## src/verilog/cache_pkg.sv

```systemverilog
package cache_pkg;

    // word address split into tag and set index
    localparam int addr_w  = 10;
    localparam int index_w = 2;
    localparam int tag_w   = addr_w - index_w;
    localparam int num_sets = 1 << index_w;

    // one-hot way vectors are num_ways wide
    localparam int num_ways = 4;
    localparam int way_w    = $clog2(num_ways);

    localparam int data_w = 16;

    // backing memory
    localparam int mem_words   = 1 << addr_w;
    localparam int mem_latency = 3;

    // write queue in front of memory
    localparam int sb_depth = 2;

    // controller states
    localparam logic st_idle   = 1'b0;
    localparam logic st_refill = 1'b1;

endpackage
```

## src/verilog/tag_store.sv

```systemverilog
`timescale 1ns/100ps

module tag_store (
    input  logic                           clk,
    input  logic [cache_pkg::index_w-1:0]  index,
    input  logic [cache_pkg::tag_w-1:0]    tag_in,
    input  logic [cache_pkg::num_ways-1:0] valid,
    input  logic                           tag_we,
    input  logic [cache_pkg::num_ways-1:0] way_sel,
    output logic [cache_pkg::num_ways-1:0] hit,
    output logic [cache_pkg::tag_w-1:0]    tag_out
);
    import cache_pkg::*;

    logic [tag_w-1:0] tag_rd [num_ways];

    genvar w;
    generate
        for (w = 0; w < num_ways; w = w + 1) begin : way_gen
            logic [tag_w-1:0] tags [num_sets];

            // only the selected way takes the new tag
            always_ff @(posedge clk) begin
                if (tag_we && way_sel[w]) begin
                    tags[index] <= tag_in;
                end
            end

            assign tag_rd[w] = tags[index];

            // stale tags in invalid ways never hit
            assign hit[w] = valid[w] && (tag_rd[w] == tag_in);
        end
    endgenerate

    // tag of the way picked by way_sel
    always_comb begin
        tag_out = '0;
        for (int i = 0; i < num_ways; i++) begin
            if (way_sel[i]) begin
                tag_out = tag_out | tag_rd[i];
            end
        end
    end

endmodule

```

## config.mk

```make
export PLATFORM = sky130hd
export DESIGN_NAME = tag_store
export DESIGN_NICKNAME = d
export VERILOG_FILES = /design/src/verilog/cache_pkg.sv /design/src/verilog/tag_store.sv
export SDC_FILE = /design/constraint.sdc
export NUM_CORES = 1
export LEC_CHECK = 0
export ABC_AREA = 1
export BUFFER_PORTS_ARGS = -buffer_cell sky130_fd_sc_hd__buf_2
export CAP_MARGIN = 40
export CORE_MARGIN = 2
export CORE_UTILIZATION = 55
export CTS_CLUSTER_DIAMETER = 100
export CTS_CLUSTER_SIZE = 10
export DETAILED_ROUTE_END_ITERATION = 7
export GPL_ROUTABILITY_DRIVEN = 0
export PLACE_DENSITY = 0.72
export SYNTH_ARGS = -nofsm -noshare
export SYNTH_HDL_FRONTEND = slang
export SYNTH_SLANG_ARGS = --single-unit
```

## constraint.sdc

```tcl
create_clock -name clk -period 1.3 [get_ports clk]
set_input_delay 0.065 -clock clk [delete_from_list [all_inputs] [get_ports clk]]
set_output_delay 0.065 -clock clk [all_outputs]
set_load 0.02 [all_outputs]
```

* Word-level counts from Yosys, hierarchy flattened
Memory sizes are Yosys's and may differ from the RTL's.
Index checks and enable logic that the tools add are counted.
** Storage, ports and cells
- Flip-flop bits (word level) :: 0
- Bits in writable memories :: 128
- Bits of input ports :: 20
- Word-level logic and storage cells :: 31
- Memories :: 4
** Operators by class
- Equality and inequality tests :: 4
- Muxes and demuxes :: 12
- Bitwise logic cells :: 3
- Reductions and logical operators :: 8
** Memories
- way_gen[0].tags :: words 4, width 8, rd ports 1, clocked after Yosys merged registers in 0, wr ports 1, line tag_store.sv:20 : logic [tag_w-1:0] tags [num_sets];
- way_gen[1].tags :: words 4, width 8, rd ports 1, clocked after Yosys merged registers in 0, wr ports 1, line tag_store.sv:20
- way_gen[2].tags :: words 4, width 8, rd ports 1, clocked after Yosys merged registers in 0, wr ports 1, line tag_store.sv:20
- way_gen[3].tags :: words 4, width 8, rd ports 1, clocked after Yosys merged registers in 0, wr ports 1, line tag_store.sv:20
** Operator list (number)
- $eq 8x8->1 :: 4
- $mux 8 :: 4
- $or 8x8->8 :: 3
- $logic_and 1x1->1 :: 8
- $mux 1 :: 8

* Longest topological paths before layout
An unclocked memory read counts as a cell.
- Word-level depth :: 8
- Depth in mapped cells :: 11
- Gate-level depth less buffers :: 10

* Least setup slack after synthesis
Ideal clock, no wire load.
- Path type :: in2reg
- Start :: in index[1] (netlist name)
- End :: mem way_gen[0].tags[2][0] (netlist name) (enable)
- Library setup time :: 0.370 ns
- Data arrival time :: 0.964 ns
- Slack :: -0.034 ns
- Stages :: 5
- Path buffers :: 1
- Path through :: buf_4 -> inv_2 -> nor2_2 -> inv_1 -> nor2_1
** RTL lines
- start, declared :: line tag_store.sv:5 : input logic [cache_pkg::index_w-1:0] index,
- end, declared :: line tag_store.sv:20
Straight into the memory's write port.

* Final worst setup path
- Start :: mem way_gen[2].tags[3][4] (netlist name)
- End :: out hit[2] (netlist name)
** Between the ends
- Cells in the longest elaborated chain, start to end :: 3
** RTL lines
- start, declared :: line tag_store.sv:20
- $mem_v2 4x8
- $eq 8x8->1 :: line tag_store.sv:32 : assign hit[w] = valid[w] && (tag_rd[w] == tag_in);
- $logic_and 1x1->1 :: line tag_store.sv:32
- end, declared :: line tag_store.sv:10 : output logic [cache_pkg::num_ways-1:0] hit,
No other way between the ends.

==> flow_metrics.py <==
metrics = {
    "global_route": {
        "gr-total-overflow": 0,
        "antenna_found_initial": 0,
        "grt_max_degree": 48,
        "grt_pass1_vias": 4913,
        "grt_util_all_layers_pct": 30.8,
        "grt_pass1_wl_um": 25800,
    },
    "power_and_ir_drop": {
        "worst_ir_drop_vdd_uv": 894,
        "p_per_area_mw_per_mm2": 1410,
        "power_mw": 11.0,
        "leakagePower_nw": 3.38,
    },
    "clock_tree": {
        "cts.sinks": 128,
        "cts_buffers": 17,
        "htree_num_levels": 4,
        "cts_tree": "done",
        "cts-root-buf": "clkbuf_8",
        "cts.clk_slew.worst_paths_ns": 0.06,
        "clock_path_buffers": 2,
    },
    "worst_setup_path": {
        "crit_required_ns": 1.24,
        "crit_fanout": 2,
        "startpoint_type": "register",
        "cp-end-kind": "primary output",
        "crit_arrival_ns": 1.89,
        "critPathKind": "register to primary output",
    },
    "synthesis": {
        "yosysUniqueCellTypes": 19,
        "post_synth.cell_area_avg_um2": 9.54,
        "yosysTopAreaCell": "edfxtp_1",
        "netlist.area_leader.share_pct": 65.6,
        "synthTopCellsByArea": "edfxtp_1, nand2_1, nand3_1, nor2_1, inv_1",
        "synthCells": 614,
        "synth_fp_nets": 634,
        "ys_seq_area_share_pct": 65.6,
        "syn_area_mm2": 0.00586,
        "ys_seq_elements": 128,
        "yosysWarnings": 0,
    },
    "finish": {
        "fillerInstances": 647,
        "ff_latch_area_mm2": 0.00384,
        "largest_reg_flops": 128,
        "reg.largest.list": "way_gen.tags x128",
        "top_register": "way_gen.tags",
        "drive_above_1_share_pct": 32.8,
        "multi_input_area_mm2": 0.00207,
        "nNetsFinal": 760,
        "stdcell_area_mm2": 0.00781,
        "area_delta_synth_final_pct": 33.3,
        "instances_no_fill": 889,
        "diodes": 0,
    },
    "timing": {
        "relSlewSlack_pct": 70.3,
        "finalCriticalPeriod_ns": 1.96,
        "setup_viol": 12,
        "fin_crit_sh_pct": 150,
        "tns_ns": -6.74,
        "drv_slew": 0,
        "finalWorstSetupSlack_ns": -0.656,
        "fmax_mhz": 511,
        "hold_viol_final": 0,
        "worst_pin_slew_ns": 0.444,
        "rsz0062_at_grt": "true",
    },
    "placement": {
        "placed_cell_area_mm2": 0.00668,
        "portBuffers": 31,
        "hpwl_um": 10600,
        "dp.cells": 842,
    },
    "detailed_routing": {
        "wire_per_inst_um": 19.8,
        "drtIter0Drc": 701,
        "vias": 5109,
        "dr.pass1.iters": 8,
        "wl_um": 17600,
        "drc": 2,
        "postRouteAntennaNets": 0,
        "vias_per_cell": 5.75,
    },
    "die": {
        "die_y_um": 107,
        "die_area_mm2": 0.0115,
        "core_mm2": 0.0103,
        "rows": 37,
        "ios": 32,
        "dieWidth_um": 107,
        "initial_core_util_pct": 56.8,
    },
    "run_status": {
        "violations": "DRC, setup timing",
        "status": "finished with violations",
    },
    "flow_run": {
        "cap_violations": 0,
    },
    "worst_hold_path": {
        "min_path_type": "input pin to register",
        "min_delay_path_depth": 2,
    },
}
-- Yosys cell counts --
| cell type | count |
|---|---|
| a21boi_0 | 1 |
| a21oi_1 | 11 |
| buf_2 | 8 |
| buf_4 | 2 |
| buf_6 | 7 |
| clkbuf_1 | 5 |
| edfxtp_1 | 128 |
| inv_1 | 22 |
| inv_2 | 2 |
| mux2i_1 | 1 |
| nand2_1 | 331 |
| nand2_2 | 1 |
| nand3_1 | 36 |
| nand3_2 | 1 |
| nand4_1 | 9 |
| nor2_1 | 44 |
| nor2_2 | 1 |
| o2111ai_1 | 1 |
| xor2_1 | 3 |
-- metrics by stage --
stage,util (%),hold WS (ns),worst slack [ns]
5_1_grt,75.7,0.0387,-0.737
6_report,75.7,0.0396,-0.656
3_3_place_gp,64.7,0.332,-0.206
2_1_floorplan,-,0.164,-0.0344
3_5_place_dp,64.7,0.339,-0.236
4_1_cts,73.0,0.00722,-0.628
-- cells by family after synthesis --
family / count (synthesis) / share of synthesized area, %
AOI/OAI and AO/OA: 13 / 1.22
and+or+nand+nor: 423 / 28.4
xor gates and xnor gates: 3 / 0.448
DFF: 128 / 65.6
buffers and inverters: 46 / 4.14
muxes: 1 / 0.171
-- final timing paths --
path	start	end	slack, ns
max	way_gen[2].tags[3][4]	hit[2]	-0.66
min	tag_in[5]	way_gen[1].tags[0][5]	0.04
-- layout make-up --
class                   count  area share, %
multi-input cells         440           26.5
clock buffers              19           5.40
inverters                  24           1.15
clock inverters            13           2.40
repair buffers            129           13.1
flip-flops and latches    128           49.2
well taps                 136           2.18
-- critical path, stage by stage (launching register included) --
cell and delay (ns):
edfxtp_1 0.37, nand2_1 0.08, nand2_1 0.06, nand2_1 0.13
nand2_2 0.10, nand2_2 0.08, nand2_2 0.08, nor2_4 0.12
nand3_2 0.07, nor2_2 0.13, buf_6 0.13
-- metal layers --
metal | vias up | global-route usage (%) | share of wire (%)
li1 | 2270 | - | -
met1 | 2392 | 39.7 | 37
met2 | 376 | 50.0 | 47
met3 | 71 | 5.96 | 12
met4 | 0 | 15.2 | 3.8
met5 | - | 0 | 0
-- power breakdown --
group          internal, mW  total [mW]  switching [mW]  leakage [nW]
combinational         0.517        1.38           0.860          1.93
clock                  3.12        4.94            1.82         0.288
sequential             4.68        4.72          0.0357          1.16
total                  8.32        11.0            2.72          3.38
-- cells in the final DEF, fill, tap and decap left out --
cell type,n
nor2_2,9
nor2_4,6
buf_2,19
inv_1,21
edfxtp_1,128
o2111ai_4,1
clkbuf_1,2
clkinv_4,3
a21oi_1,4
buf_6,14
a21boi_2,1
bufinv_16,4
inv_2,3
mux2i_1,1
buf_4,83
nand3_2,6
nor2_1,30
nand2_1,266
clkinvlp_4,3
clkbuf_8,1
inv_6,1
clkbuf_16,16
nand4_1,9
a21oi_2,7
buf_12,2
clkinv_2,2
nand2_2,66
dlygate4sd3_1,11
nand3_1,31
xor2_1,3
-- what timing repair did --
action / in CTS / in global routing
gates resized for setup: 46 / 82
endpoints found under the hold margin: 58 / 0
setup buffers: 3 / 3
hold buffers: 11 / 0
pin swaps: 29 / 38
endpoints found under the setup margin: 12 / 12
Note: power is estimated with default switching activity, not from simulation.
