[src/verilog/cache_pkg.sv]
package cache_pkg;

    // word address split into tag and set index
    localparam int addr_w  = 10;
    localparam int index_w = 2;
    localparam int tag_w   = addr_w - index_w;
    localparam int num_sets = 1 << index_w;

    // one-hot way vectors are num_ways wide
    localparam int num_ways = 4;
    localparam int way_w    = $clog2(num_ways);

    localparam int data_w = 16;

    // backing memory
    localparam int mem_words   = 1 << addr_w;
    localparam int mem_latency = 3;

    // write queue in front of memory
    localparam int sb_depth = 2;

    // controller states
    localparam logic st_idle   = 1'b0;
    localparam logic st_refill = 1'b1;

endpackage
[src/verilog/data_store.sv]
`timescale 1ns/100ps

module data_store (
    input  logic                           clk,
    input  logic [cache_pkg::index_w-1:0]  index,
    input  logic [cache_pkg::num_ways-1:0] way_we,
    input  logic [cache_pkg::data_w-1:0]   wdata,
    input  logic [cache_pkg::num_ways-1:0] rsel,
    output logic [cache_pkg::data_w-1:0]   rdata
);
    import cache_pkg::*;

    logic [data_w-1:0] words [num_ways][num_sets];

    always_ff @(posedge clk) begin
        for (int w = 0; w < num_ways; w++) begin
            if (way_we[w]) begin
                words[w][index] <= wdata;
            end
        end
    end

    // one-hot select, zero when nothing hits
    always_comb begin
        rdata = '0;
        for (int w = 0; w < num_ways; w++) begin
            if (rsel[w]) begin
                rdata = rdata | words[w][index];
            end
        end
    end

endmodule

[config.mk]
export PLATFORM = sky130hd
export DESIGN_NAME = data_store
export DESIGN_NICKNAME = d
export VERILOG_FILES = /design/src/verilog/cache_pkg.sv /design/src/verilog/data_store.sv
export SDC_FILE = /design/constraint.sdc
export NUM_CORES = 1
export LEC_CHECK = 0
export BUFFER_PORTS_ARGS = -buffer_cell sky130_fd_sc_hd__buf_2
export CORE_UTILIZATION = 30
export CTS_BUF_LIST = sky130_fd_sc_hd__clkbuf_2 sky130_fd_sc_hd__clkbuf_4 sky130_fd_sc_hd__clkbuf_8
export CTS_CLUSTER_SIZE = 28
export DETAILED_ROUTE_END_ITERATION = 7
export GPL_TIMING_DRIVEN = 0
export PLACE_DENSITY_LB_ADDON = 0.25
export SYNTH_ARGS = -nofsm -noshare
export SYNTH_HDL_FRONTEND = slang
export SYNTH_SLANG_ARGS = --single-unit
[constraint.sdc]
create_clock -name clk -period 3.95 [get_ports clk]
set_clock_uncertainty 0.1 [all_clocks]
set_input_delay 0.79 -clock clk [delete_from_list [all_inputs] [get_ports clk]]
set_output_delay 0.79 -clock clk [all_outputs]
set_load 0.05 [all_outputs]
# Word level (Yosys, flattened, before mapping)
# Memories as Yosys holds them, arrays and structs flattened.
# Index checks and enable logic that the tools add are counted.
# W data, S select, Z words.
[word_totals] regBits=0 mem_bits_rw=256 in_bits=27 out_inout_bits=16 word_cells=34 memories=1
[memory_table] memory="words" words=4 width=64 rd=4 rd_clocked_by_memory_dff=0 wr=4 line_no="data_store.sv:13" text="logic [data_w-1:0] words [num_ways][num_sets];"
[op_classes] n_lt_le_gt_ge=2 mux=26 bitwise_logic=4 n_reduce_logical=1
[ops] op="$mux W64" n=4
[ops] op="$mux W16" n=13
[ops] op="$bmux W16 S2" n=4
[ops] op="$or A16 B16 Y16" n=3
[ops] op="$demux W16 S2" n=1
[ops] op="$mux W1" n=4
[ops] op="$ge A3 B3 Y1 const B" n=1
[ops] op="$lt A3 B1 Y1 const B" n=1
[ops] op="$not A2 Y3" n=1
[ops] op="$logic_and A1 B1 Y1" n=1

# Logic depth before layout (Yosys ltp)
# Gate-level depths: netlist of the first run.
[logic_depth] depth_word=11 ltp_mapped=5 depth_no_buf=3

# Least setup slack after synthesis of the first run
# OpenSTA, ideal clock, no wires.
[synth_timing] path_type="input -> output" startpoint="in index[0] in the netlist's numbering" endpoint="out rdata[11] in the netlist's numbering" arrival_time_ps=2163 required_ps=3060 path_slack_ps=897 cell_stages=5 path_buffers=2 cell_sequence="buf_6 > buf_6 > mux4_1 > nand2_1 > nand4_1"
[synth_between] elab_chain_cells=11 elab_cells_between_ends=20 cone_classes="mux (16); bitwise (4)"
[synth_rtl] element="start: declaration" line_no="data_store.sv:5" text="input logic [cache_pkg::index_w-1:0] index,"
[synth_rtl] element="$not A2 Y3 (not written as such) (*)" line_no="data_store.sv:28" text="rdata = rdata | words[w][index];"
[synth_rtl] element="$bmux W16 S2" line_no="data_store.sv:28"
[synth_rtl] element="$mux W16 (not written as such) (2 in a row)" line_no="data_store.sv:28"
[synth_rtl] element="$mux W16" line_no="data_store.sv:27" text="if (rsel[w]) begin"
[synth_rtl] element="$or A16 B16 Y16" line_no="data_store.sv:28"
[synth_rtl] element="$mux W16" line_no="data_store.sv:27"
[synth_rtl] element="$or A16 B16 Y16" line_no="data_store.sv:28"
[synth_rtl] element="$mux W16" line_no="data_store.sv:27"
[synth_rtl] element="$or A16 B16 Y16" line_no="data_store.sv:28"
[synth_rtl] element="$mux W16 (*)" line_no="data_store.sv:27"
[synth_rtl] element="end: declaration" line_no="data_store.sv:9" text="output logic [cache_pkg::data_w-1:0] rdata"
# Mark *: on every way between the ends. The rest lies on a longest branch, timed or not. The select of a mux whose other input is x is not followed.

# Worst setup path after layout of the first run
[layout_timing] startpoint="in index[1] in the netlist's numbering" endpoint="out rdata[11] in the netlist's numbering"
# The elaborated chain is that of the path after synthesis.

==> flow_metrics.py, run 1 <==
metrics = {
    "critical_path": {
        "crit_type": "in -> out",
        "cp.required_ns": 3.06,
        "cp_cell_sequence": "buf_2 -> clkbuf_1 -> mux4_1 -> nand2_1 -> nand4_1 -> buf_2",
        "slowest_stage": "clkbuf_1",
        "critPathMaxStageDelay_ns": 0.66,
        "critPathMaxFanout": 10,
        "endpoint_kind": "primary output",
        "worstPathArrival_ns": 2.55,
        "critPathLaunchType": "input port",
        "path_common_cell": "buf_2",
    },
    "die": {
        "fp.dieW_um": 183.3,
        "die-area_um2": 33600,
        "row_count": 66,
        "coreArea_um2": 32450,
        "fp.dieH_um": 183.3,
        "start_util": 0.3039,
        "ios": 43,
    },
    "power_and_ir_drop": {
        "power_frac_seq": 0.547,
        "combinationalPowerShare": 0.075,
        "power_density_nw_per_um2": 507.5,
        "netSwitchingPower_w": 0.001289,
        "p_int_w": 0.004492,
        "p_sw_frac": 0.2230,
        "totalPowerFinal_w": 0.005781,
        "p_leak_nw": 3.770,
        "p_clk_frac": 0.378,
        "ir_drop_mv": 0.1881,
    },
    "drt": {
        "wirelength_um": 22240,
        "met2WireLength_um": 10760,
        "route.detailed.drc": 0,
        "met1_length_um": 9839,
        "viasPerCell": 4.663,
        "first_pass_iters": 4,
        "dr_wl_met3_um": 1104,
        "top_layer_used": "met4",
        "num_vias": 4640,
        "dr.first_iter.drc_count": 296,
        "wire_per_inst_um": 22.35,
        "ant_nets": 0,
    },
    "logic_synthesis": {
        "synthAdderAreaFrac": 0,
        "synth_cell_types": 13,
        "synthSimpleGateAreaFrac": 0.04631,
        "ys_top_cells_by_area": "edfxtp_1 (78%), mux4_1 (8.8%), mux4_2 (7.1%)",
        "synthMuxAreaShare": 0.1587,
        "yosys_warnings": 0,
        "ys_ff_latch": 256,
        "syn_nets": 470,
        "syn-cell-area_um2": 9862,
        "yosysTopAreaCellShare": 0.7795,
        "synth.avg_cell_area_um2": 22.26,
        "synth_top_family_by_area": "multiplexers",
        "ys_seq_area_frac": 0.7795,
        "syn_inst": 443,
        "synth_xor_area_frac": 0,
        "synth_top_cell_by_area": "edfxtp_1",
        "synth_compound_area_frac": 0,
    },
    "clock_network": {
        "clk_pin_slew_worst_paths_ns": 0.06,
        "cts_tree": "built",
        "cts_root_buf": "clkbuf_8",
        "cts_hold_buf": 0,
        "clock_sinks": 256,
        "numCtsBuffers": 42,
        "cts_resized": 0,
        "post_cts_buffers": 0,
        "clk_path_buf_depth": 3,
        "cts_max_level": 2,
    },
    "cells_and_area": {
        "layoutNonFillerInstCount": 995,
        "area_growth_syn_to_layout_pct": 15.50,
        "multi_input_area_um2": 2022,
        "antenna_cells": 0,
        "largest_register": "words",
        "largest_reg_flops": 256,
        "drive_gt1_frac": 0.2622,
        "design_area_um2": 11390,
        "reg_top3": "words x256",
        "nets": 550,
        "fillers": 3005,
        "regArea_um2": 7687,
    },
    "grt": {
        "track_usage": 0.1383,
        "antenna_found_initial": 0,
        "grt_pass1_wl_um": 33240,
        "grt_max_degree": 17,
        "first_global_vias": 5214,
        "overflow": 0,
    },
    "timing": {
        "setup_violations": 0,
        "setup_tns_ns": 0,
        "rsz0062_at_grt": "false",
        "fmax_mhz": 290.9,
        "slew_headroom": 0.2191,
        "finalMaxSlewViolations": 0,
        "worstMarginPinSlew_ns": 1.171,
        "fin_ws_ns": 0.5119,
        "post-route-period-util": 0.8704,
        "final_hold_viol_count": 0,
        "period_minus_slack_ns": 3.438,
    },
    "place": {
        "dp_hpwl_um": 13270,
        "io_buffer_count": 36,
        "gp_congestion": 0.6936,
        "dp_slack_ns": 0.4579,
        "place_inst": 921,
        "place_area_um2": 10600,
    },
    "job": {
        "drv_cap": 0,
    },
    "outcome": {
        "status": "complete, no violations",
    },
    "worst_hold_path": {
        "hp-class": "in -> reg",
    },
}
[cell families after synthesis]
logic type,Yosys count
muxes,64
buffers and inverters,24
and+or+nand+nor,99
DFF,256
[worst paths after layout]
path | to | startpoint | cells after the start
max | rdata[11] | index[1] | 6
min | words[2][27] | wdata[11] | 1
[metal layers]
layer,vias up,global-route usage
met4,0,0.04800
li1,2019,-
met3,41,0.03078
met1,2457,0.1815
met5,-,0
met2,123,0.2265
[synth_stat cells]
| library cell | instances |
|---|---|
| mux4_2 | 31 |
| edfxtp_1 | 256 |
| clkbuf_1 | 7 |
| nand2_1 | 64 |
| nor2_1 | 1 |
| nand4_1 | 16 |
| nor2b_1 | 2 |
| buf_1 | 2 |
| buf_6 | 7 |
| and2_1 | 12 |
| mux4_1 | 33 |
| and3_1 | 4 |
| buf_2 | 8 |
[stage by stage]
stage               hold slack [ns]    util
floorplan                    0.7889       -
global placement              1.058  0.3265
detailed placement            1.078  0.3265
CTS                          0.5034  0.3510
global route                 0.5155  0.3510
finish                       0.5389  0.3510
[cell usage in the layout (no fill, tap or decap)]
cell type and instances:
buf_2 44, mux4_2 31, nor2_1 1, clkbuf_4 18, buf_6 7, clkbuf_1 7, buf_1 2, and3_1 4
nand4_1 16, mux4_1 33, edfxtp_1 256, clkinv_1 11, nor2b_1 2, nand2_1 64, and2_1 12, clkbuf_8 45
[worst max-delay path, delay by kind of cell]
family	cells	cell delay [ns]
buf+inv	3	1.09
mux	1	0.42
simple gates	2	0.23
[area by class of cell]
cell class                      instances  share of cell area
Clock buffer                           63             0.06623
Multi-Input combinational cell        163              0.1775
Buffer                                 24             0.01340
Clock inverter                         11            0.003625
Tap cell                              442             0.04855
Sequential cell                       256              0.6749
Timing Repair Buffer                   36             0.01582
[power groups by stage]
stage	Sequential (W)	Clock (W)	Combinational, W
2_1_floorplan	0.00321	0	0.000281
3_3_place_gp	0.00321	0	0.000432
3_5_place_dp	0.00322	0	0.000442
4_1_cts	0.00317	0.00224	0.000443
5_1_grt	0.00317	0.00236	0.000464
6_report	0.00316	0.00219	0.000431
Note: power is estimated with default switching activity, not from simulation.
==> inputs of run 2 (changes only) <==
Settings changed: BUFFER_PORTS_ARGS -buffer_cell sky130_fd_sc_hd__buf_2 to default, DONT_BUFFER_PORTS from default to 1.
==> run 2 against run 1 <==
Core utilization down 0.57 points. Global-route usage is 0.46 points lower. Sequential share of layout area increased by 1.1 points. Worst setup slack got worse by 0.17 ns. Largest cell class unchanged. Highest routed layer unchanged. Sequential power is essentially flat. Total power down 1.2%.
==> flow_metrics.py, run 2 (synthesized netlist as in run 1, its figures left out) <==
metrics = {
    "cells_and_area": {
        "layout_commonest_cell": "edfxtp_1",
        "drive_gt1_frac": 0.2093,
        "largest_reg_flops": 256,
        "reg_top3": "words x256",
        "largest_register": "words",
        "nets": 513,
        "fillers": 3022,
        "antenna_cells": 0,
        "mostFrequentLayoutCells": "edfxtp_1 (256), nand2_1 (64), clkbuf_8 (43)",
        "area_growth_syn_to_layout_pct": 13.63,
    },
    "clock_network": {
        "clock_sinks": 256,
        "cts_hold_buf": 0,
        "cts_root_buf": "clkbuf_8",
        "post_cts_buffers": 0,
        "numCtsBuffers": 41,
        "clk_path_buf_depth": 3,
        "cts_tree": "built",
        "cts_resized": 0,
        "clk_pin_slew_worst_paths_ns": 0.06,
        "cts_max_level": 2,
    },
    "die": {
        "start_util": 0.3039,
        "coreArea_um2": 32450,
        "fp.dieH_um": 183.3,
        "ios": 43,
        "row_count": 66,
        "die-area_um2": 33600,
        "fp.dieW_um": 183.3,
    },
    "drt": {
        "first_pass_iters": 5,
        "ant_nets": 0,
        "dr.first_iter.drc_count": 278,
        "viasPerCell": 4.703,
        "num_vias": 4505,
        "wire_per_inst_um": 22.74,
        "wirelength_um": 21790,
        "route.detailed.drc": 0,
    },
    "timing": {
        "setup_violations": 0,
        "period_minus_slack_ns": 3.612,
        "finalMaxSlewViolations": 0,
        "setup_tns_ns": 0,
        "fmax_mhz": 276.9,
        "worstMarginPinSlew_ns": 1.178,
        "post-route-period-util": 0.9143,
        "final_hold_viol_count": 0,
        "rsz0062_at_grt": "false",
        "slew_headroom": 0.2144,
    },
    "power_and_ir_drop": {
        "p_int_w": 0.004463,
        "p_clk_frac": 0.382,
        "totalPowerFinal_w": 0.005713,
        "power_frac_seq": 0.554,
        "power_density_nw_per_um2": 509.9,
        "ir_drop_mv": 0.2263,
        "combinationalPowerShare": 0.064,
        "p_sw_frac": 0.2188,
        "netSwitchingPower_w": 0.001250,
        "p_leak_nw": 3.631,
    },
    "job": {
        "drv_cap": 0,
    },
    "grt": {
        "antenna_found_initial": 0,
        "overflow": 0,
        "grt_max_degree": 17,
        "grt_pass1_wl_um": 31680,
        "track_usage": 0.1337,
        "first_global_vias": 4830,
    },
    "critical_path": {
        "crit_type": "in -> out",
        "endpoint_kind": "primary output",
        "worstPathArrival_ns": 2.72,
        "cp_cell_sequence": "buf_2 -> clkbuf_1 -> mux4_1 -> nand2_1 -> nand4_1",
        "slowest_stage": "clkbuf_1",
        "critPathMaxStageDelay_ns": 0.66,
        "cp.required_ns": 3.06,
        "critPathLaunchType": "input port",
        "critPathMaxFanout": 10,
    },
    "place": {
        "gp_congestion": 0.6921,
        "io_buffer_count": 0,
        "dp_hpwl_um": 12940,
    },
    "outcome": {
        "status": "complete, no violations",
    },
    "worst_hold_path": {
        "hp-class": "in -> reg",
    },
}
==> run 2: changes by cell type in the layout (fill, tap and decap cells not counted), sizes merged <==
cell,before,now
buf,53,17
clkbuf,70,64
clkinvlp,0,1
bufinv,0,1
clkinv,11,14
==> run 2: metal layers <==
layer | vias to the layer above | share of wire | GRT usage
li1 | 1945 | - | -
met1 | 2385 | 0.42 | 0.1697
met2 | 137 | 0.49 | 0.2205
met3 | 38 | 0.066 | 0.03634
met4 | 0 | 0.025 | 0.04633
met5 | - | 0 | 0
==> run 2: layout make-up <==
type / count / area (um2) / area share
sequential: 256 / 7687 / 0.6860
multi-input combinational: 163 / 2022 / 0.1804
clock buffer: 57 / 696.9 / 0.06219
tap: 442 / 553.0 / 0.04935
buffer: 24 / 152.6 / 0.01362
clock inverter: 16 / 93.84 / 0.008374
==> run 2: power by group through the flow <==
stage               clock network [W]  registers [W]  logic [W]
global route                  0.00234        0.00317   0.000393
finish                        0.00218        0.00316   0.000368
global placement                    0        0.00321   0.000375
CTS                           0.00223        0.00317   0.000379
detailed placement                  0        0.00322   0.000379
floorplan                           0        0.00321   0.000281
==> run 2: final timing paths <==
check / start / to / slack, ns / cells past startpoint
worst max-delay path: index[1] / rdata[5] / 0.34 / 5
worst min-delay path: wdata[11] / words[3][59] / 0.25 / 0
==> run 2: critical path: cells and delay by family <==
kind	cells	cell delay [ns]
buffers and inverters	2	0.84
muxes	1	0.44
and+or+nand+nor	2	0.64
==> run 2: through the flow <==
| step | area [um2] | util | hold slack [ns] | cells | worst slack [ns] |
|---|---|---|---|---|---|
| final | 11210 | 0.3453 | 0.2456 | 958 | 0.3384 |
| after detailed placement | 10420 | 0.3209 | 0.7896 | 885 | 0.2970 |
| after floorplan | 9862 | - | 0.7889 | 443 | 0.8974 |
| after global placement | 10420 | 0.3209 | 0.7896 | 885 | 0.3035 |
| after global routing | 11210 | 0.3453 | 0.2009 | 958 | 0.2564 |
| after CTS | 11210 | 0.3453 | 0.2104 | 958 | 0.2975 |
