## config.mk

```make
export PLATFORM = sky130hd
export DESIGN_NAME = store_buffer
export DESIGN_NICKNAME = d
export VERILOG_FILES = /design/src/verilog/cache_pkg.sv /design/src/verilog/store_buffer.sv
export SDC_FILE = /design/constraint.sdc
export NUM_CORES = 1
export LEC_CHECK = 0
export BUFFER_PORTS_ARGS = -buffer_cell sky130_fd_sc_hd__buf_2
export CAP_MARGIN = 10
export CORE_UTILIZATION = 40
export DETAILED_ROUTE_END_ITERATION = 10
export REMOVE_ABC_BUFFERS = 1
export SYNTH_ARGS = -nofsm -noshare
export SYNTH_HDL_FRONTEND = slang
export SYNTH_SLANG_ARGS = --single-unit
```

## constraint.sdc

```tcl
create_clock -name clk -period 2.7 [get_ports clk]
set_clock_uncertainty 0.05 [all_clocks]
set_input_delay 0.135 -clock clk [delete_from_list [all_inputs] [get_ports clk]]
set_output_delay 0.135 -clock clk [all_outputs]
set_load 0.01 [all_outputs]
```

## src/verilog/cache_pkg.sv

```systemverilog
package cache_pkg;

    // word address split into tag and set index
    localparam int addr_w  = 10;
    localparam int index_w = 2;
    localparam int tag_w   = addr_w - index_w;
    localparam int num_sets = 1 << index_w;

    // one-hot way vectors are num_ways wide
    localparam int num_ways = 4;
    localparam int way_w    = $clog2(num_ways);

    localparam int data_w = 16;

    // backing memory
    localparam int mem_words   = 1 << addr_w;
    localparam int mem_latency = 3;

    // write queue in front of memory
    localparam int sb_depth = 2;

    // controller states
    localparam logic st_idle   = 1'b0;
    localparam logic st_refill = 1'b1;

endpackage
```

## src/verilog/store_buffer.sv

```systemverilog
`timescale 1ns/100ps

module store_buffer (
    input  logic                         clk,
    input  logic                         reset,
    input  logic                         push,
    input  logic [cache_pkg::addr_w-1:0] push_addr,
    input  logic [cache_pkg::data_w-1:0] push_data,
    output logic                         full,
    output logic                         sb_req,
    output logic [cache_pkg::addr_w-1:0] sb_addr,
    output logic [cache_pkg::data_w-1:0] sb_data,
    input  logic                         sb_gnt,
    input  logic                         mem_done
);
    import cache_pkg::*;

    localparam int ptr_w = (sb_depth > 1) ? $clog2(sb_depth) : 1;
    localparam int cnt_w = $clog2(sb_depth + 1);

    logic [addr_w-1:0] addr_q [sb_depth];
    logic [data_w-1:0] data_q [sb_depth];
    logic [ptr_w-1:0]  wr_ptr;
    logic [ptr_w-1:0]  rd_ptr;
    logic [cnt_w-1:0]  count;
    logic              pop;

    // head leaves once its write completes
    assign pop = sb_gnt && mem_done;

    always_ff @(posedge clk) begin
        if (reset) begin
            wr_ptr <= '0;
            rd_ptr <= '0;
            count  <= '0;
        end else begin
            if (push) begin
                wr_ptr <= (wr_ptr == ptr_w'(sb_depth - 1)) ? '0 : wr_ptr + 1'b1;
            end
            if (pop) begin
                rd_ptr <= (rd_ptr == ptr_w'(sb_depth - 1)) ? '0 : rd_ptr + 1'b1;
            end
            if (push && !pop) begin
                count <= count + 1'b1;
            end else if (pop && !push) begin
                count <= count - 1'b1;
            end
        end
    end

    always_ff @(posedge clk) begin
        if (push) begin
            addr_q[wr_ptr] <= push_addr;
            data_q[wr_ptr] <= push_data;
        end
    end

    assign full    = (count == cnt_w'(sb_depth));
    assign sb_req  = (count != '0);
    assign sb_addr = addr_q[rd_ptr];
    assign sb_data = data_q[rd_ptr];

endmodule

```

### Word-level counts from Yosys, hierarchy flattened

Memories as Yosys holds them, arrays and structs flattened. A register that Yosys moved wholly into a read port is not among the register bits.
Cells that the tools add are included.
Widths: inputs -> output; s select.

* $add $sub $neg: 4
* eq/ne operators: 1
* muxes and demuxes: 10
* reductions and logical operators: 7

Operators with widths (number)
* $mux 1: 8
* $mux 2: 2
* $reduce_bool 2->1: 2
* $logic_and 1x1->1: 3
* $add 1x1->1 const B: 2
* $add 2x1->2 const B: 1
* $eq 2x2->1 const B: 1
* $logic_not 1->1: 2
* $sub 2x1->2 const B: 1

* register bits: 4
* bits in writable memories: 52
* output and inout bits: 28
* memories: 2

Memories
* data_q: words 2, bits a word 16, rd ports 1, clocked after memory_dff 1, wr ports 1, RTL line store_buffer.sv:22 `logic [data_w-1:0] data_q [sb_depth];`
* addr_q: words 2, bits a word 10, rd ports 1, clocked after memory_dff 1, wr ports 1, RTL line store_buffer.sv:21 `logic [addr_w-1:0] addr_q [sb_depth];`

### Depth between registers and ports, before layout

Gate-level depths: netlist (run 1).

* depth after elaboration: 4
* mapped depth: 5
* mapped depth without buffers: 5

### Worst setup path before layout (run 1)

Ideal clock, no wire load.

* kind: reg-to-reg
* from: register wr_ptr
* to: memory addr_q[0][0] (enable)
* setup time: 0.412 ns
* arrival time: 1.504 ns
* setup slack: 0.734 ns
* stages on the path, launching flop included: 2
* clock period less this slack: 1.966 ns
* cell sequence: dfxtp_1 nor2b_1

RTL lines
* from (decl): RTL line store_buffer.sv:23 `logic [ptr_w-1:0] wr_ptr;`
* from (signal assigned): RTL line store_buffer.sv:38 `wr_ptr <= (wr_ptr == ptr_w'(sb_depth - 1)) ? '0 : wr_ptr + 1'b1;`
* to (decl): RTL line store_buffer.sv:21

No word-level cell before the write port.

==> results of run 1 <==
worst register-to-register path, stage by stage (launching register included):
cell     delay (ps)
dfxtp_1         370
and2_1          140
buf_4           330
cell usage after synthesis (2+ instances only):
cell      instances
edfxtp_1         52
dfxtp_1           5
buf_6             2
mux2_2           26
xor2_1            3
nor2_1            4
through the flow:
step,instances,utilization [%]
global route,271,59.15
floorplan,100,-
detailed placement,228,50.49
CTS,271,59.15
global placement,228,50.49
finish,271,59.15
power breakdown:
group          switching, mW  internal, mW
Combinational          0.111         0.128
Sequential            0.0212          1.03
Clock                  0.296         0.316
final timing paths:
kind                            slack [ps]  startpoint      endpoint  cells past startpoint
worst max-delay path                   710    register    sb_addr[7]                      3
worst min-delay path                    60        push        wr_ptr                      3
worst max register to register        1460      wr_ptr  addr_q[1][9]                      2
worst min register to register         470      rd_ptr        rd_ptr                      2
area by class of cell:
cell class                 instances  area, um^2
multi-input combinational         43       405.4
fill                             419        1993
tap                               67       83.83
timing repair buffer              88       583.1
clock inverter                     6       25.02
clock buffer                      10       127.6
sequential                        57        1662
timing repair:
action | in CTS | in global routing
hold buffers | 27 | 0
hold endpoints to repair | 57 | 0
resized for setup | 0 | 0
state kept, by name, summed over array words and instances (netlist names), named ones only:
| register | flops |
|---|---|
| count | 2 |
| wr_ptr | 1 |
| data_q | 32 |
| rd_ptr | 1 |
| addr_q | 20 |
cells by family (layout without fill, tap and decap cells):
kind of cell,count (synthesis),count (layout),share of synthesized area [%]
buffers and inverters,3,104,1.315
flip-flops,57,57,79.43
adder cells (fa/ha/maj),1,1,0.5980
AO/OA/AOI/OAI,2,2,0.4780
multiplexers,26,26,14.00
AND/OR/NAND/NOR,10,10,2.512
XOR/XNOR,4,4,1.675
routing by layer:
layer | track usage [%] | wire length, um | up-vias
met1 | 15.79 | 1581 | 583
met4 | 8.805 | 60 | 0
li1 | - | - | 589
met5 | 0 | 0 | -
met3 | 6.233 | 235 | 8
met2 | 25.76 | 1872 | 51
cell usage in the layout (no fill, tap or decap):
master and n:
buf_2 58, edfxtp_1 52, dlygate4sd3_1 27, mux2_2 26, clkbuf_8 9, dfxtp_1 5
nor2_1 4, clkinv_1 4, xor2_1 3, buf_4 3, clkinv_2 2, nand2_1 1
nor2b_2 1, and2b_2 1, or2_2 1, and2_1 1, xnor2_1 1, o21ai_0 1
or3_1 1, a21oi_1 1, ha_1 1, clkbuf_1 1
==> out/metrics.cfg, run 1 <==
[grt]
grt_usage_pct=15.14
grt_max_degree=27
antenna_found_initial=0
grt_pass1_wl_um=5699
grt_pass1_vias=1262
grt_overflow_total=0

[logic_synthesis]
yosysWarnings=0
synth_area_leaders=edfxtp_1, mux2_2, dfxtp_1
synthArstFlopShare_pct=0
netlist_area_mm2=0.002092
yosysSeqAreaShare_pct=79.43
synth_seq_cells=57
syn_inst=103
synth_top_cell_by_area=edfxtp_1
ys_types=17
synth_top_area_share_pct=74.64
synthFlopType=edfxtp_1
syn_area_per_cell_um2=20.31
synth_edf_count=52

[sta]
tightest_slew_ps=496.0
maxClockFrequency_ghz=0.5021
layout_setup_ws_ps=708.6
finalMaxSlewViolations=0
rsz0062_at_grt=false
hold_ws_ps=58.49
fin_tns_setup_ps=0
hold_viol=0
setup_viol=0
slew_headroom_pct=66.89
fin_crit_sh_pct=73.76
min_period_ps=1991

[cts]
h-tree-depth=3
clockBufferDepth=2
clock_sinks=57
clk_latency_ps=320
post_cts_buffers=0
cts_tree=yes
cts_buffers=9
cts_root_buf=clkbuf_8
clk_pin_slew_worst_paths_ps=60

[drt]
wl_um=3750
wire_per_inst_um=13.84
drt_iter0_markers=59
firstDrtPassIters=4
drc=0
via_per_inst=4.542
num_vias=1231
drtAntennaViolNets=0

[place]
dpl_worst_slack_ps=1033
io_buffers=58
dp_hpwl_um=2374
gp_congestion=0.6411
placed_area_mm2=0.002464

[critical_path]
max_stage_delay_ps=630
worstPathCellList=buf_4 > mux2_2 > buf_2
arrival_ps=1810
setup.worst_path.class=register to output port
crit_fanout=16
startpoint_type=register
end_kind=output port
worstPathRequired_ps=2520
cp_slowest_cell=dfxtp_1
worst-path-buf-inv=2
critPathTopFamily=flip-flops

[final_layout]
post-route-cell-area_mm2=0.002887
drive_gt1_share_pct=49.51
fin_nets=231
syn_to_final_growth_pct=37.98
n_antenna_cell=0

[floorplanning]
start_util_pct=42.87
die_area_mm2=0.005523
die_h_um=74.32
die_width_um=74.32
num_io_pins=59
rows=25
core_mm2=0.004880

[hold_path]
hold_path.class=primary input to register

[pwr]
fin_total_pwr_mw=1.898
power.density_mw_per_mm2=657.7
leakage_nw=1.118
vdd_ir_drop_max_mv=0.3166

[run]
drv_cap=0

[outcome]
status=complete, no violations

Power figures use the tool's default switching activity.
==> run 2: changes to the inputs <==
--- a/config.mk
+++ b/config.mk
@@ -5,6 +5,7 @@
 export SDC_FILE = /design/constraint.sdc
 export NUM_CORES = 1
 export LEC_CHECK = 0
+export ABC_AREA = 1
 export BUFFER_PORTS_ARGS = -buffer_cell sky130_fd_sc_hd__buf_2
 export CAP_MARGIN = 10
 export CORE_UTILIZATION = 40
==> constraint.sdc (replaced) <==
create_clock -name clk -period 1.89 [get_ports clk]
set_clock_uncertainty 0.05 [all_clocks]
set_input_delay 0.0945 -clock clk [delete_from_list [all_inputs] [get_ports clk]]
set_output_delay 0.0945 -clock clk [all_outputs]
set_load 0.01 [all_outputs]
==> out/metrics.cfg, run 2 <==
[sta]
hold_viol=0  ; unchanged
slew_headroom_pct=76.39  ; +9.5 points
min_period_ps=1727
finalMaxSlewViolations=0  ; unchanged
hold_ws_ps=28.14  ; -30.35 ps
rsz0062_at_grt=false
maxClockFrequency_ghz=0.5792
tightest_slew_ps=354.1  ; -141.8 ps
fin_tns_setup_ps=0  ; unchanged
fin_crit_sh_pct=91.35
setup_viol=0  ; unchanged
layout_setup_ws_ps=163.5  ; -545.1 ps

[grt]
grt_max_degree=21  ; -22%
grt_usage_pct=14.24  ; -0.90 points
met2_usage_pct=24.68  ; -1.1 points
use_met3_pct=6.108  ; -0.13 points
grt_overflow_total=0  ; unchanged
globalRouteMet1Util_pct=14.92  ; -0.87 points
antenna_found_initial=0  ; unchanged
grt_pass1_vias=1373  ; +8.8%
grt_pass1_wl_um=6168  ; +8.2%
grt_most_used_layer=met2

[pwr]
switchingPower_uw=608.8  ; +42%
switching_share_pct=21.30  ; -1.2 points
clkPwrFrac_pct=35.7  ; +3.5 points
intPower_mw=2.249  ; +53%
vdd_ir_drop_max_mv=0.5894  ; +86%
comb_power_share_pct=12.4  ; -0.2 points
pwr-share-seq_pct=51.9  ; -3.3 points
leakage_nw=1.247  ; +12%
power.density_mw_per_mm2=939.9  ; +43%

[logic_synthesis]
yosysWarnings=0  ; unchanged
netlist_area_mm2=0.002207  ; +5.5%
syn_inst=114  ; +11%
synth_top_area_share_pct=70.75  ; -3.9 points
synth_seq_cells=57  ; unchanged
synth_area_leaders=edfxtp_1, mux2_4, dfxtp_1
synthTopCellsByCount=edfxtp_1, mux2_4, inv_1, nand2_1
synthArstFlopShare_pct=0  ; unchanged
ys_types=16  ; -1
synthFlopType=edfxtp_1
synth_edf_count=52  ; unchanged
yosysMostFrequentCell=edfxtp_1
syn_area_per_cell_um2=19.36  ; -4.7%
synth_top_cell_by_area=edfxtp_1
yosysSeqAreaShare_pct=75.28  ; -4.1 points

[cts]
clockBufferDepth=2  ; unchanged
cts_root_buf=clkbuf_8
h-tree-depth=3  ; unchanged
clk_latency_ps=320  ; about the same
cts_tree=yes
clk_pin_slew_worst_paths_ps=60  ; about the same
cts_buffers=9  ; unchanged
post_cts_buffers=0  ; unchanged
cts_resized=0  ; unchanged
clock_sinks=57  ; unchanged

[critical_path]
worstPathRequired_ps=1750  ; -770 ps
crit_fanout=16  ; unchanged
arrival_ps=1580  ; -230 ps
critPathTopFamily=flip-flops
crit_path_end=sb_addr[8]
worstPathCellList=buf_12 > mux2_2 > buf_2
reg2reg_from=wr_ptr
regToRegSetupSlack_ps=620  ; -840 ps
max_stage_delay_ps=540  ; -90 ps
end_kind=output port
ff2ff_path_depth=3  ; +1
setup.worst_path.class=register to output port
cp.depth=3  ; unchanged
worst-path-buf-inv=2  ; unchanged
startpoint_type=register
r2r-end=addr_q[1][6]
cp_slowest_cell=dfxtp_2

[drt]
wl_um=3765  ; +0.40%
firstDrtPassIters=4  ; unchanged
drc=0  ; unchanged
drt_iter0_markers=51  ; -14%
num_vias=1272  ; +3.3%
wire_per_inst_um=13.16  ; -4.9%
via_per_inst=4.448  ; -2.1%
drtAntennaViolNets=0  ; unchanged

[place]
dpl_worst_slack_ps=492.5  ; -541.0 ps
io_buffers=58  ; unchanged
gp_congestion=0.6742  ; +5.2%
numPlacedInstances=243  ; +6.6%
dp_hpwl_um=2474  ; +4.2%

[floorplanning]
start_util_pct=42.40  ; -0.47 points
num_io_pins=59  ; unchanged
die_area_mm2=0.005819  ; +5.3%
die_width_um=76.28  ; +2.6%
rows=26  ; +4.0%
core_mm2=0.005205  ; +6.7%
die_h_um=76.28  ; +2.6%

[final_layout]
finish.utilization_pct=58.41  ; -0.74 points
final_cells=286  ; +5.5%
largest_reg_flops=32  ; unchanged
reg_top3=data_q (32), addr_q (20), count (2)
drive_gt1_share_pct=46.76  ; -2.8 points
fin_nets=243  ; +5.2%
n_antenna_cell=0  ; unchanged
most-common-layout-cells=buf_2, edfxtp_1, dlygate4sd3_1, mux2_4, clkbuf_8
largest_register=data_q
final_common_cell=buf_2
syn_to_final_growth_pct=37.76

[hold_path]
hold_path_depth=3  ; unchanged
hold_path.class=primary input to register

[outcome]
status=complete, no violations

[run]
drv_cap=0  ; unchanged

## run 2: changes by cell type in the layout (fill, tap and decap cells not counted), sizes merged, moves of 2 or more
cell,before,now
xor2,3,1
clkinv,6,4
nand2,1,7
nor2,4,6
inv,0,8
## run 2: metrics by stage
stage               total power [mW]  area [um^2]
detailed placement             1.828         2592
finish                         2.858         3040
global route                   2.981         3040
CTS                            2.899         3040
global placement               1.814         2592
floorplan                      1.686         2156
## run 2: cell families (layout without fill, tap and decap cells)
group	after synthesis	in the layout	share of synthesized area (%)
adder cells (fa/ha/maj)	1	1	0.5668
buffers and inverters	11	113	3.685
multiplexers	26	26	16.67
AND/OR/NAND/NOR	16	16	2.948
AO/OA/AOI/OAI	2	2	0.4531
flip-flops	57	57	75.28
XOR/XNOR	1	1	0.3969
## run 2: worst register-to-register path: cells and delay by family, from the launching register on
kind                   cells  cell delay (ps)
AND/OR/NAND/NOR            1               60
buffers and inverters      2              490
flip-flops                 1              360
## run 2: repair_timing
item | CTS | global route
hold endpoints to repair | 55 | 0
endpoints found under the setup margin | 0 | 0
hold buffers | 27 | 0
## run 2: power by group through the flow
stage	Clock, mW	Sequential (mW)	Combinational (mW)
6_report	1.02	1.48	0.355
5_1_grt	1.10	1.49	0.385
4_1_cts	1.05	1.48	0.362
3_5_place_dp	0	1.51	0.317
3_3_place_gp	0	1.51	0.308
2_1_floorplan	0	1.51	0.173
## run 2: worst min-delay path by stage
stage	from	endpoint	slack, ps
after floorplan	reset	register	120
after global placement	push_data[7]	data_q[1][7]	230
after global routing	push	wr_ptr	20
after CTS	push	wr_ptr	5
final	push	wr_ptr	30
after detailed placement	push_data[3]	data_q[0][3]	240
## run 2: final cells by class
type	instances	area, um^2
clock buffer	11	131.4
fill	429	2165
tap	70	87.58
sequential	57	1663
inverter	8	30.03
clock inverter	5	46.29
multi-input combinational	46	466.7
timing repair buffer	89	615.6
## run 2: routing by layer
layer,share of wire [%],wire (um)
met2,54,2021
met4,0.45,17
met3,5.7,214
met1,40,1513
met5,0,0
